==> config.mk <==
export PLATFORM = sky130hd
export DESIGN_NAME = sdram_sched_top
export DESIGN_NICKNAME = d
export VERILOG_FILES = /design/src/sdram_cmd_pkg.sv /design/src/sdram_port_pkg.sv /design/src/port_arbiter.sv /design/src/bank_tracker.sv /design/src/cmd_timer.sv /design/src/cmd_issuer.sv /design/src/sdram_sched_top.sv
export VERILOG_INCLUDE_DIRS = /design/src /design/src/src
export SDC_FILE = /design/constraint.sdc
export NUM_CORES = 1
export LEC_CHECK = 0
export BUFFER_PORTS_ARGS = -buffer_cell sky130_fd_sc_hd__buf_2
export CORE_MARGIN = 4
export CORE_UTILIZATION = 55
export CTS_CLUSTER_SIZE = 24
export DETAILED_ROUTE_END_ITERATION = 6
export PLACE_DENSITY = 0.82
export SKIP_CTS_REPAIR_TIMING = 1
export SYNTH_ARGS = -nofsm -noshare
export SYNTH_HDL_FRONTEND = slang
export SYNTH_SLANG_ARGS = --single-unit
==> constraint.sdc <==
create_clock -name CLK -period 4.9 [get_ports CLK]
set_clock_uncertainty 0.15 [all_clocks]
set_input_delay 0.245 -clock CLK [delete_from_list [all_inputs] [get_ports CLK]]
set_output_delay 0.245 -clock CLK [all_outputs]
set_load 0.01 [all_outputs]
==> src/sdram_defs.svh <==
`ifndef SDRAM_DEFS_SVH
`define SDRAM_DEFS_SVH

// ----------------------------------------------------------------------
// client address split into row, bank and column
// ----------------------------------------------------------------------
`define SDRAM_ADDR_W      26
`define SDRAM_ROW_W       12         // bits 25..14
`define SDRAM_BANK_W      2          // bits 13..12
`define SDRAM_COL_W       12         // bits 11..0

`define SDRAM_BUS_ADDR_W  13
`define SDRAM_WE_W        4

`define SDRAM_PRCH_ADDR   13'h0400   // A10 set, all banks

// ----------------------------------------------------------------------
// command spacing in CLK cycles
// ----------------------------------------------------------------------
`define CMD_GAP           3
`define WR_PRCH_GAP       5          // write recovery
`define ARSR_GAP          12
`define ACTV_PRCH_MIN     5          // row active time

`endif

==> src/sdram_cmd_pkg.sv <==
`default_nettype none

`include "sdram_defs.svh"

package sdram_cmd_pkg;

  // {RAS#, CAS#, WE#} as seen on the pins
  typedef enum logic [2:0]
  {
    MRST = 3'b000,  // mode register set
    ARSR = 3'b001,  // auto refresh
    PRCH = 3'b010,  // row close
    ACTV = 3'b011,  // row open
    WRTE = 3'b100,
    READ = 3'b101,
    BTRM = 3'b110,  // burst terminate
    NOOP = 3'b111
  } sdram_op_e;

  typedef struct packed
  {
    sdram_op_e                    op;
    logic [`SDRAM_BANK_W-1:0]     bank;
    logic [`SDRAM_BUS_ADDR_W-1:0] addr;
  } sdram_cmd_t;

endpackage

`default_nettype wire

==> src/sdram_port_pkg.sv <==
`default_nettype none

`include "sdram_defs.svh"

package sdram_port_pkg;

  // one client request, held until granted
  typedef struct packed
  {
    logic                       req;
    logic                       we;
    logic [`SDRAM_ADDR_W-1:0]   addr;
    logic [`SDRAM_WE_W-1:0]     we_mask;
  } port_req_t;

  // same bit order as addr[25:12], so a slice casts straight in
  typedef struct packed
  {
    logic [`SDRAM_ROW_W-1:0]    row;
    logic [`SDRAM_BANK_W-1:0]   bank;
  } page_t;

endpackage

`default_nettype wire

==> src/port_arbiter.sv <==
`default_nettype none

`include "sdram_defs.svh"

module port_arbiter
(
  input  logic                      CLK,
  input  logic                      RST,
  input  sdram_port_pkg::port_req_t rand_req,
  input  sdram_port_pkg::port_req_t bulk_req,
  input  sdram_port_pkg::page_t     open_page,
  input  logic                      page_active,
  input  logic                      refresh_due,
  output sdram_port_pkg::port_req_t sel_req,
  output logic                      hit_rand,
  output logic                      hit_bulk,
  output sdram_port_pkg::page_t     sel_page
);

  sdram_port_pkg::page_t rand_page;
  sdram_port_pkg::page_t bulk_page;
  sdram_port_pkg::page_t sel_page_q;
  logic                  hit_allowed;

  assign rand_page = rand_req.addr[`SDRAM_ADDR_W-1:`SDRAM_COL_W];
  assign bulk_page = bulk_req.addr[`SDRAM_ADDR_W-1:`SDRAM_COL_W];

  assign hit_allowed = page_active && !refresh_due;  // refresh closes the row first

  assign hit_rand = rand_req.req && hit_allowed && (rand_page == open_page);
  assign hit_bulk = bulk_req.req && hit_allowed && (bulk_page == open_page);

  // ----------------------------------------------------------------------
  // selection, a hit beats a miss, bulk beats rand
  // ----------------------------------------------------------------------
  always_comb
  begin
    if (hit_bulk)
      sel_req = bulk_req;
    else if (hit_rand)
      sel_req = rand_req;
    else if (bulk_req.req)
      sel_req = bulk_req;
    else
      sel_req = rand_req;
  end

  // page of the selection one cycle ago, used for ACTV
  always_ff @(posedge CLK)
  begin
    if (!RST)
      sel_page_q <= '0;
    else
      sel_page_q <= sel_req.addr[`SDRAM_ADDR_W-1:`SDRAM_COL_W];
  end

  assign sel_page = sel_page_q;

endmodule

`default_nettype wire

==> src/bank_tracker.sv <==
`default_nettype none

`include "sdram_defs.svh"

module bank_tracker
(
  input  logic                      CLK,
  input  logic                      RST,
  input  sdram_cmd_pkg::sdram_cmd_t last_cmd,
  input  sdram_port_pkg::page_t     act_page,
  input  logic                      refresh_strobe,
  output sdram_port_pkg::page_t     open_page,
  output logic                      page_active,
  output logic                      last_write,
  output logic                      refresh_due,
  output logic                      actv_aged
);

  localparam int AGE_W = 3;

  // a decision made the cycle after ACTV lands two cycles after it
  localparam logic [AGE_W-1:0] AGE_START = AGE_W'(2);
  localparam logic [AGE_W-1:0] AGE_MIN   = AGE_W'(`ACTV_PRCH_MIN);

  logic [AGE_W-1:0] actv_age;
  logic             refresh_ack;

  // ----------------------------------------------------------------------
  // control state, follows the command one cycle late
  // ----------------------------------------------------------------------
  always_ff @(posedge CLK)
  begin
    if (!RST)
    begin
      page_active <= 1'b0;
      last_write  <= 1'b0;
      refresh_ack <= refresh_strobe;  // nothing pending out of reset
      refresh_due <= 1'b0;
      actv_age    <= AGE_MIN;
    end
    else
    begin
      case (last_cmd.op)
        sdram_cmd_pkg::ACTV: page_active <= 1'b1;
        sdram_cmd_pkg::PRCH: page_active <= 1'b0;
        sdram_cmd_pkg::WRTE: last_write <= 1'b1;
        sdram_cmd_pkg::READ: last_write <= 1'b0;
        sdram_cmd_pkg::ARSR: refresh_ack <= refresh_strobe;
        default: ;
      endcase

      if (last_cmd.op == sdram_cmd_pkg::ARSR)
        refresh_due <= 1'b0;
      else
        refresh_due <= refresh_strobe ^ refresh_ack;  // strobe toggled

      if (last_cmd.op == sdram_cmd_pkg::ACTV)
        actv_age <= AGE_START;
      else if (actv_age < AGE_MIN)
        actv_age <= actv_age + 1'b1;                   // saturates
    end
  end

  always_ff @(posedge CLK)
  begin
    if (last_cmd.op == sdram_cmd_pkg::ACTV)
      open_page <= act_page;
  end

  assign actv_aged = (actv_age >= AGE_MIN);

endmodule

`default_nettype wire

==> src/cmd_timer.sv <==
`default_nettype none

`include "sdram_defs.svh"

module cmd_timer
(
  input  logic                      CLK,
  input  logic                      RST,
  input  sdram_cmd_pkg::sdram_cmd_t last_cmd,
  input  logic                      last_write,
  input  logic                      want_prch,
  output logic                      may_issue
);

  localparam int CNT_W = 4;

  // loads are gap - 2, one cycle for the load and one for the output register
  logic [CNT_W-1:0] gap_cnt;
  logic [CNT_W-1:0] wr_cnt;
  logic             gap_done;
  logic             wr_done;

  // ----------------------------------------------------------------------
  // gap after any command
  // ----------------------------------------------------------------------
  always_ff @(posedge CLK)
  begin
    if (!RST)
      gap_cnt <= CNT_W'(`CMD_GAP);
    else
    begin
      case (last_cmd.op)
        sdram_cmd_pkg::ARSR: gap_cnt <= CNT_W'(`ARSR_GAP - 2);
        sdram_cmd_pkg::NOOP:
        begin
          if (!gap_done)
            gap_cnt <= gap_cnt - 1'b1;
        end
        default: gap_cnt <= CNT_W'(`CMD_GAP - 2);
      endcase
    end
  end

  // write recovery, only matters for a PRCH
  always_ff @(posedge CLK)
  begin
    if (!RST)
      wr_cnt <= '0;
    else if (last_cmd.op == sdram_cmd_pkg::WRTE)
      wr_cnt <= CNT_W'(`WR_PRCH_GAP - 2);
    else if (!wr_done)
      wr_cnt <= wr_cnt - 1'b1;
  end

  assign gap_done = (gap_cnt == '0);
  assign wr_done  = (wr_cnt == '0);

  assign may_issue = gap_done && !(want_prch && last_write && !wr_done);

endmodule

`default_nettype wire

==> src/cmd_issuer.sv <==
`default_nettype none

`include "sdram_defs.svh"

module cmd_issuer
(
  input  logic                      CLK,
  input  logic                      RST,
  input  sdram_port_pkg::port_req_t sel_req,
  input  logic                      hit_rand,
  input  logic                      hit_bulk,
  input  sdram_port_pkg::page_t     sel_page,
  input  logic                      page_active,
  input  logic                      refresh_due,
  input  logic                      actv_aged,
  input  logic                      may_issue,
  output sdram_cmd_pkg::sdram_cmd_t cmd,
  output logic                      want_prch,
  output logic                      grant_rand,
  output logic                      grant_bulk,
  output logic [`SDRAM_WE_W-1:0]    we_mask
);

  sdram_cmd_pkg::sdram_op_e       nxt_op;
  logic [`SDRAM_BUS_ADDR_W-1:0]   nxt_addr;
  logic [`SDRAM_BANK_W-1:0]       nxt_bank;
  logic                           nxt_grant_rand;
  logic                           nxt_grant_bulk;
  logic                           can_issue;
  logic                           page_stable;
  sdram_port_pkg::page_t          req_page;

  assign can_issue   = may_issue && (cmd.op == sdram_cmd_pkg::NOOP);  // NOOP after each command
  assign req_page    = sel_req.addr[`SDRAM_ADDR_W-1:`SDRAM_COL_W];
  assign page_stable = (sel_page == req_page);  // ACTV page matches what tracker latches
  assign want_prch   = page_active && (refresh_due || (sel_req.req && !hit_rand && !hit_bulk));

  // ----------------------------------------------------------------------
  // priority: refresh, hit, miss, open
  // ----------------------------------------------------------------------
  always_comb
  begin
    nxt_op         = sdram_cmd_pkg::NOOP;
    nxt_grant_rand = 1'b0;
    nxt_grant_bulk = 1'b0;
    if (can_issue)
    begin
      if (want_prch)
      begin
        if (actv_aged)
          nxt_op = sdram_cmd_pkg::PRCH;
      end
      else if (refresh_due)
        nxt_op = sdram_cmd_pkg::ARSR;
      else if (hit_bulk || hit_rand)
      begin
        nxt_op         = sel_req.we ? sdram_cmd_pkg::WRTE : sdram_cmd_pkg::READ;
        nxt_grant_bulk = hit_bulk;
        nxt_grant_rand = !hit_bulk;
      end
      else if (sel_req.req && page_stable)
        nxt_op = sdram_cmd_pkg::ACTV;
    end
  end

  always_comb
  begin
    nxt_addr = `SDRAM_PRCH_ADDR;
    nxt_bank = cmd.bank;                          // hold last bank
    case (nxt_op)
      sdram_cmd_pkg::READ, sdram_cmd_pkg::WRTE:
      begin
        nxt_addr = {sel_req.addr[`SDRAM_COL_W-1:0], 1'b0};
        nxt_bank = req_page.bank;
      end
      sdram_cmd_pkg::ACTV:
      begin
        nxt_addr = {sel_page.row[11:10], 1'b0, sel_page.row[9:0]};  // skip A10
        nxt_bank = sel_page.bank;
      end
      default: ;
    endcase
  end

  always_ff @(posedge CLK)
  begin
    if (!RST)
    begin
      cmd.op     <= sdram_cmd_pkg::NOOP;
      cmd.addr   <= `SDRAM_PRCH_ADDR;
      cmd.bank   <= '0;
      grant_rand <= 1'b0;
      grant_bulk <= 1'b0;
      we_mask    <= '0;
    end
    else
    begin
      cmd.op     <= nxt_op;
      cmd.addr   <= nxt_addr;
      cmd.bank   <= nxt_bank;
      grant_rand <= nxt_grant_rand;
      grant_bulk <= nxt_grant_bulk;
      we_mask    <= (nxt_grant_rand || nxt_grant_bulk) ? sel_req.we_mask : '0;
    end
  end

endmodule

`default_nettype wire

==> src/sdram_sched_top.sv <==
`default_nettype none

`include "sdram_defs.svh"

module sdram_sched_top
(
  input  logic                      CLK,
  input  logic                      RST,
  input  logic                      refresh_strobe,
  input  sdram_port_pkg::port_req_t rand_req,
  input  sdram_port_pkg::port_req_t bulk_req,
  output logic                      grant_rand,
  output logic                      grant_bulk,
  output sdram_cmd_pkg::sdram_cmd_t cmd,
  output logic [`SDRAM_WE_W-1:0]    we_mask
);

  sdram_port_pkg::port_req_t sel_req;
  sdram_port_pkg::page_t     sel_page;
  sdram_port_pkg::page_t     open_page;
  logic                      hit_rand;
  logic                      hit_bulk;
  logic                      page_active;
  logic                      last_write;
  logic                      refresh_due;
  logic                      actv_aged;
  logic                      may_issue;
  logic                      want_prch;

  port_arbiter u_port_arbiter
  (
    .CLK         (CLK),
    .RST         (RST),
    .rand_req    (rand_req),
    .bulk_req    (bulk_req),
    .open_page   (open_page),
    .page_active (page_active),
    .refresh_due (refresh_due),
    .sel_req     (sel_req),
    .hit_rand    (hit_rand),
    .hit_bulk    (hit_bulk),
    .sel_page    (sel_page)
  );

  bank_tracker u_bank_tracker
  (
    .CLK            (CLK),
    .RST            (RST),
    .last_cmd       (cmd),
    .act_page       (sel_page),
    .refresh_strobe (refresh_strobe),
    .open_page      (open_page),
    .page_active    (page_active),
    .last_write     (last_write),
    .refresh_due    (refresh_due),
    .actv_aged      (actv_aged)
  );

  cmd_timer u_cmd_timer
  (
    .CLK        (CLK),
    .RST        (RST),
    .last_cmd   (cmd),
    .last_write (last_write),
    .want_prch  (want_prch),
    .may_issue  (may_issue)
  );

  cmd_issuer u_cmd_issuer
  (
    .CLK         (CLK),
    .RST         (RST),
    .sel_req     (sel_req),
    .hit_rand    (hit_rand),
    .hit_bulk    (hit_bulk),
    .sel_page    (sel_page),
    .page_active (page_active),
    .refresh_due (refresh_due),
    .actv_aged   (actv_aged),
    .may_issue   (may_issue),
    .cmd         (cmd),
    .want_prch   (want_prch),
    .grant_rand  (grant_rand),
    .grant_bulk  (grant_bulk),
    .we_mask     (we_mask)
  );

endmodule

`default_nettype wire

==> metrics, run 1 <==
outcome=finished, violations left; violated checks=hold timing; IO Count=91; Slew headroom=0.5229; PD cells=314.1 mW/mm^2; Max Root-Sink Buffers=2; dpl cells=538; CP Launch Point=u_bank_tracker.open_page[13]; grt met2 use=0.3764; Max Clock Freq=284.2 MHz; H-tree depth=3; final worst path period share=0.7181; FILL cells=505; CTS Buf Count=9; EDFF count, synth=15; worst setup margin=1.381 ns; gr busiest metal=met2; diode count=0; Nets=548; Starting DRT DRC Count=273; RSZ-0062 raised after global routing=no; Max IR drop VDD=0.0002296 V; CTS tree=built; hold_ws=-0.02669 ns; #FFs+latches synth=67; clock root cell=clkbuf_8; DIE HEIGHT=89.16 um; yosys synthesis warning count=0; arrival time at the worst endpoint=3.66 ns; first-pass GRT wire length=14.68 mm; Num Clock Sinks=67; Setup Slack @ Placement=1.401 ns; clk_lat worst skew=0.36 ns; initial antenna violation count=0; Vias/cell=5.673; syn nets=454; worst r2r src=u_bank_tracker.open_page[13]; most used flip-flop cell after synthesis=dfxtp_1; slew of the pin with the lowest slew margin=0.7156 ns; fin. max-slew vios=0; Die Wd=89.16 um; area of the core=0.006386 mm^2; Worst Path Max Fanout=18; TritonRoute pass-1 iters=5; Starting Density=0.5672; critical path class=flop to flop; top-area cell type share of the netlist area=0.2874; Gate Count Post-Synth=381; die area=0.007949 mm^2; setup_tns=0 ns; Port Buf Inserts=90; # rows=29; Synth area leader=dfxtp_1; DP HPWL=7.179 mm; drc violations=0; commonest non-fill, non-tap cell in the layout=buf_2; antenna-violating nets left=0; HP Class=input pin to flop; vias in the first global route=2969; post-synthesis sequential area ratio=0.4117; setup violators final=0; grt ovf=0; endpoint class of the critical path=flop; clk slew on worst S/H paths=0.07 ns; Final Hold Vio Count=3; final WL=9.432 mm; Post-synth ARST share=0; GP Congestion=1.050; area of the mapped netlist=0.003622 mm^2; GRT met3 Usage=0.05253; count of cell types in the netlist=54; average cell area after synthesis=9.507 um^2; Final Power=0.001354 W; most frequent cells in the layout=90 x buf_2, 52 x dfxtp_1, 30 x nor2_1; Layout Cells excl Fill=557; final worst path period need=3.519 ns; layout cells sized above 1=0.2417; Worst Path Required=5.04 ns; Layout area overhead=19.00%; GRT Util Overall=0.2471; drt wl/cell=16.93 um; Area contributors post-synth=dfxtp_1 29%, edfxtp_1 12%, mux2i_1 7.5%, xnor2_1 6.5%, xor2_1 5.6%; Max-Cap Viols=0; Worst setup SP type=flop; via count of the routed design=3160; Pleak=1.853 nW; Worst Hold Launch=rand_req[2]; grt met1 use=0.3370; pin count of the biggest net entering global routing=44
-- logic make-up (layout without fill, tap and decap cells) --
| kind of cell | after synthesis | in the layout | share of synthesized area |
|---|---|---|---|
| compound gates | 71 | 71 | 0.1396 |
| buf+inv | 37 | 136 | 0.04836 |
| flops | 67 | 67 | 0.4117 |
| fa+ha+maj | 6 | 6 | 0.02072 |
| xor+xnor | 50 | 50 | 0.1209 |
| mux | 28 | 28 | 0.07772 |
| simple gates | 122 | 122 | 0.1810 |
-- power breakdown --
part / total (W) / leakage, nW / internal [W] / switching (W)
logic: 0.000294 / 1.20 / 0.000136 / 0.000157
clock network: 0.000420 / 0.0896 / 0.000214 / 0.000207
registers: 0.000640 / 0.563 / 0.000604 / 0.0000357
total: 0.00135 / 1.85 / 0.000954 / 0.000400
-- routing by layer --
metal / vias to the layer above / part of all wire
met5: - / 0
met4: 0 / 0.024
met3: 18 / 0.092
met2: 153 / 0.45
met1: 1454 / 0.44
li1: 1535 / -
-- synthesized netlist by cell type (2+ instances only) --
master	instances
or2_2	2
inv_1	24
nand4_1	11
buf_6	2
or2_0	2
nor3_1	6
a22o_1	2
xnor2_1	27
clkbuf_1	6
ha_1	6
xor2_1	23
o2111ai_1	2
nor4_1	8
o21ai_0	10
mux2i_1	27
o41ai_1	2
nor2_2	5
nor2_1	30
nor3b_1	2
nand3b_1	2
and4_1	2
nand2_1	14
dfxtp_1	52
o21a_1	13
edfxtp_1	15
nor2b_1	17
buf_2	4
a21oi_1	12
nand2b_1	3
a211oi_1	13
nand3_1	11
a21o_1	3
o21bai_1	2
-- sequential cells by signal (all words and copies together), names as in the netlist --
name                        count
u_cmd_issuer.cmd               18
u_bank_tracker.open_page       14
u_port_arbiter.sel_page        14
u_cmd_issuer.we_mask            4
u_cmd_timer.gap_cnt             4
u_cmd_timer.wr_cnt              4
u_bank_tracker.actv_age         3
u_bank_tracker.last_write       1
u_bank_tracker.page_active      1
u_bank_tracker.refresh_ack      1
u_bank_tracker.refresh_due      1
u_cmd_issuer.grant_bulk         1
u_cmd_issuer.grant_rand         1
-- area by class of cell --
cell class | instances | area [um^2] | area share
Sequential cell | 67 | 1491 | 0.3460
Clock inverter | 2 | 10.01 | 0.002322
Clock buffer | 14 | 163.9 | 0.03803
Multi-Input combinational cell | 277 | 1956 | 0.4537
Inverter | 24 | 90.09 | 0.02090
Timing Repair Buffer | 96 | 503.0 | 0.1167
Tap cell | 77 | 96.34 | 0.02235
-- stage by stage --
step	instance area, um^2	util	hold WS, ns
floorplan	3622	-	0.1939
global placement	4106	0.6430	0.2617
detailed placement	4106	0.6430	0.2631
CTS	4280	0.6703	-0.05337
global route	4310	0.6750	0.008615
finish	4310	0.6750	-0.02669
-- worst max-delay path: stages (launching register included) --
cell	delay, ns
edfxtp_1	0.41
xnor2_1	0.30
nand4_1	0.12
or4_1	0.70
o21ai_4	0.30
mux2i_1	0.30
o2bb2ai_1	0.12
or3_1	0.66
or2_0	0.31
nand3_1	0.08
-- worst paths after layout --
path | to | cells after the start | slack [ns]
worst min-delay path | u_cmd_issuer.we_mask[2] | 3 | -0.03
worst max-delay path | u_cmd_issuer.cmd[13] | 9 | 1.38
worst max register to register | u_cmd_issuer.cmd[13] | 9 | 1.38
worst min register to register | u_bank_tracker.open_page[6] | 0 | 0.27
(Power assumes the default switching activity.)
==> run 2, diff against run 1 <==
--- a/config.mk
+++ b/config.mk
@@ -8,10 +8,10 @@
 export LEC_CHECK = 0
 export BUFFER_PORTS_ARGS = -buffer_cell sky130_fd_sc_hd__buf_2
 export CORE_MARGIN = 4
-export CORE_UTILIZATION = 55
+export CORE_UTILIZATION = 48
 export CTS_CLUSTER_SIZE = 24
 export DETAILED_ROUTE_END_ITERATION = 6
-export PLACE_DENSITY = 0.82
+export PLACE_DENSITY = 0.76
 export SKIP_CTS_REPAIR_TIMING = 1
 export SYNTH_ARGS = -nofsm -noshare
 export SYNTH_HDL_FRONTEND = slang
==> constraint.sdc (replaced) <==
create_clock -name CLK -period 3.18 [get_ports CLK]
set_clock_uncertainty 0.15 [all_clocks]
set_input_delay 0.159 -clock CLK [delete_from_list [all_inputs] [get_ports CLK]]
set_output_delay 0.159 -clock CLK [all_outputs]
set_load 0.01 [all_outputs]
==> metrics, run 2 (synthesis gave the netlist of run 1 again) <==
outcome=finished, violations left (unchanged); violated checks=hold timing (unchanged); RSZ-0062 raised after global routing=no (unchanged); area of the core=0.007292 mm^2 (was 0.006386 mm^2); H-tree depth=3 (unchanged); TritonRoute pass-1 iters=4 (was 5); CP Launch Point=u_bank_tracker.open_page[10] (was u_bank_tracker.open_page[13]); clock root cell=clkbuf_8 (unchanged); IO Count=91 (unchanged); commonest non-fill, non-tap cell in the layout=buf_2 (unchanged); pin count of the biggest net entering global routing=44 (unchanged); Final Power=0.002193 W (was 0.001354 W); clk slew on worst S/H paths=0.08 ns (was 0.07 ns); via count of the routed design=3213 (was 3160); GP Congestion=0.9647 (was 1.050); drt wl/cell=16.55 um (was 16.93 um); Max Clock Freq=336.4 MHz (was 284.2 MHz); Port Buf Inserts=90 (unchanged); GRT Util Overall=0.2231 (was 0.2471); most frequent cells in the layout=90 x buf_2, 52 x dfxtp_1, 30 x nor2_1 (unchanged); diode count=0 (unchanged); Slew headroom=0.6263 (was 0.5229); max reg flops=18 (unchanged); slew of the pin with the lowest slew margin=0.5592 ns (was 0.7156 ns); # rows=31 (was 29); grt ovf=0 (unchanged); FILL cells=666 (was 505); PD cells=478.1 mW/mm^2 (was 314.1 mW/mm^2); Max IR drop VDD=0.0002720 V (was 0.0002296 V); Starting DRT DRC Count=207 (was 273); Layout area overhead=26.63% (was 19.00%); first-pass GRT wire length=15.35 mm (was 14.68 mm); Most flops, register=u_cmd_issuer.cmd (unchanged); Pleak=1.983 nW (was 1.853 nW); antenna-violating nets left=0 (unchanged); clk_lat worst skew=0.35 ns (was 0.36 ns); fin. max-slew vios=0 (unchanged); final worst path period share=0.9347 (was 0.7181); Worst Hold Launch=rand_req[27] (was rand_req[2]); DIE HEIGHT=94.87 um (was 89.16 um); Worst setup SP type=flop (unchanged); hold_ws=-0.02487 ns (was -0.02669 ns); setup violators final=0 (unchanged); initial antenna violation count=0 (unchanged); HP Class=input pin to flop (unchanged); Max-Cap Viols=0 (unchanged); Worst Path Max Fanout=14 (was 18); DP HPWL=7.392 mm (was 7.179 mm); critical path class=flop to flop (unchanged); Die Wd=94.87 um (was 89.16 um); vias in the first global route=3084 (was 2969); final WL=9.847 mm (was 9.432 mm); drc violations=0 (unchanged); layout cells sized above 1=0.2782 (was 0.2417); die area=0.009000 mm^2 (was 0.007949 mm^2); final worst path period need=2.972 ns (was 3.519 ns); CTS tree=built (unchanged); endpoint class of the critical path=flop (unchanged); Worst Path Required=3.24 ns (was 5.04 ns); Max Root-Sink Buffers=2 (unchanged); Num Clock Sinks=67 (unchanged); Vias/cell=5.400 (was 5.673); setup_tns=0 ns (unchanged); Starting Density=0.4967 (was 0.5672); CTS Buf Count=9 (unchanged); Nets=564 (was 548); Final Hold Vio Count=5 (was 3); arrival time at the worst endpoint=3.03 ns (was 3.66 ns); worst r2r src=u_bank_tracker.open_page[10] (was u_bank_tracker.open_page[13])
## run 2: cell types whose count changed in the layout (fill, tap and decap cells not counted), sizes merged
| cell | before | now |
|---|---|---|
| buf | 93 | 101 |
| bufinv | 0 | 1 |
| clkbuf | 14 | 10 |
| clkinv | 2 | 4 |
| dlygate4sd3 | 3 | 11 |
| inv | 24 | 25 |
## run 2: per-stage QoR
step | setup WS (ns) | area [um^2] | std cells | hold WS (ns) | util
2_1_floorplan | 0.2728 | 3622 | 381 | 0.1079 | -
3_3_place_gp | 0.1106 | 4207 | 568 | 0.2128 | 0.5769
3_5_place_dp | 0.06073 | 4207 | 568 | 0.2160 | 0.5769
4_1_cts | 0.04067 | 4408 | 584 | -0.1490 | 0.6045
5_1_grt | 0.01454 | 4587 | 595 | 0.01371 | 0.6290
6_report | 0.2078 | 4587 | 595 | -0.02487 | 0.6290
## run 2: metal layers
layer	part of all wire	track usage	wire, um	vias to the layer above
met5	0	0	0	-
met4	0.013	0.06250	131	0
met3	0.090	0.05179	883	14
met2	0.46	0.3535	4487	153
met1	0.44	0.3040	4345	1473
li1	-	-	-	1573
## run 2: path summary, 6_finish.rpt
kind | to | slack (ns) | cells past startpoint
max | u_cmd_issuer.cmd[10] | 0.21 | 10
min reg2reg | u_bank_tracker.open_page[6] | 0.29 | 0
max reg2reg | u_cmd_issuer.cmd[10] | 0.21 | 10
min | u_port_arbiter.sel_page[11] | -0.02 | 3
## run 2: final cells by class
cell class / count / area (um^2) / area share
multi-input combinational: 277 / 2024 / 0.4414
tap: 99 / 123.9 / 0.02700
timing repair buffer: 112 / 655.6 / 0.1429
clock inverter: 6 / 63.81 / 0.01391
clock buffer: 10 / 137.6 / 0.03001
sequential: 67 / 1491 / 0.3251
inverter: 24 / 90.09 / 0.01964
## run 2: critical path: stages (launching register included)
cell      delay (ns)
edfxtp_1        0.43
xor2_1          0.22
nor4_2          0.36
and4_4          0.31
nor2_1          0.08
o311a_1         0.14
or3b_2          0.46
or3_4           0.38
buf_12          0.17
inv_1           0.05
o21ai_0         0.08
## run 2: where the power goes
group | internal, W | leakage, nW | switching [W]
Combinational | 0.000227 | 1.31 | 0.000254
Sequential | 0.000931 | 0.563 | 0.0000536
Clock | 0.000384 | 0.107 | 0.000343
Total | 0.00154 | 1.98 | 0.000651
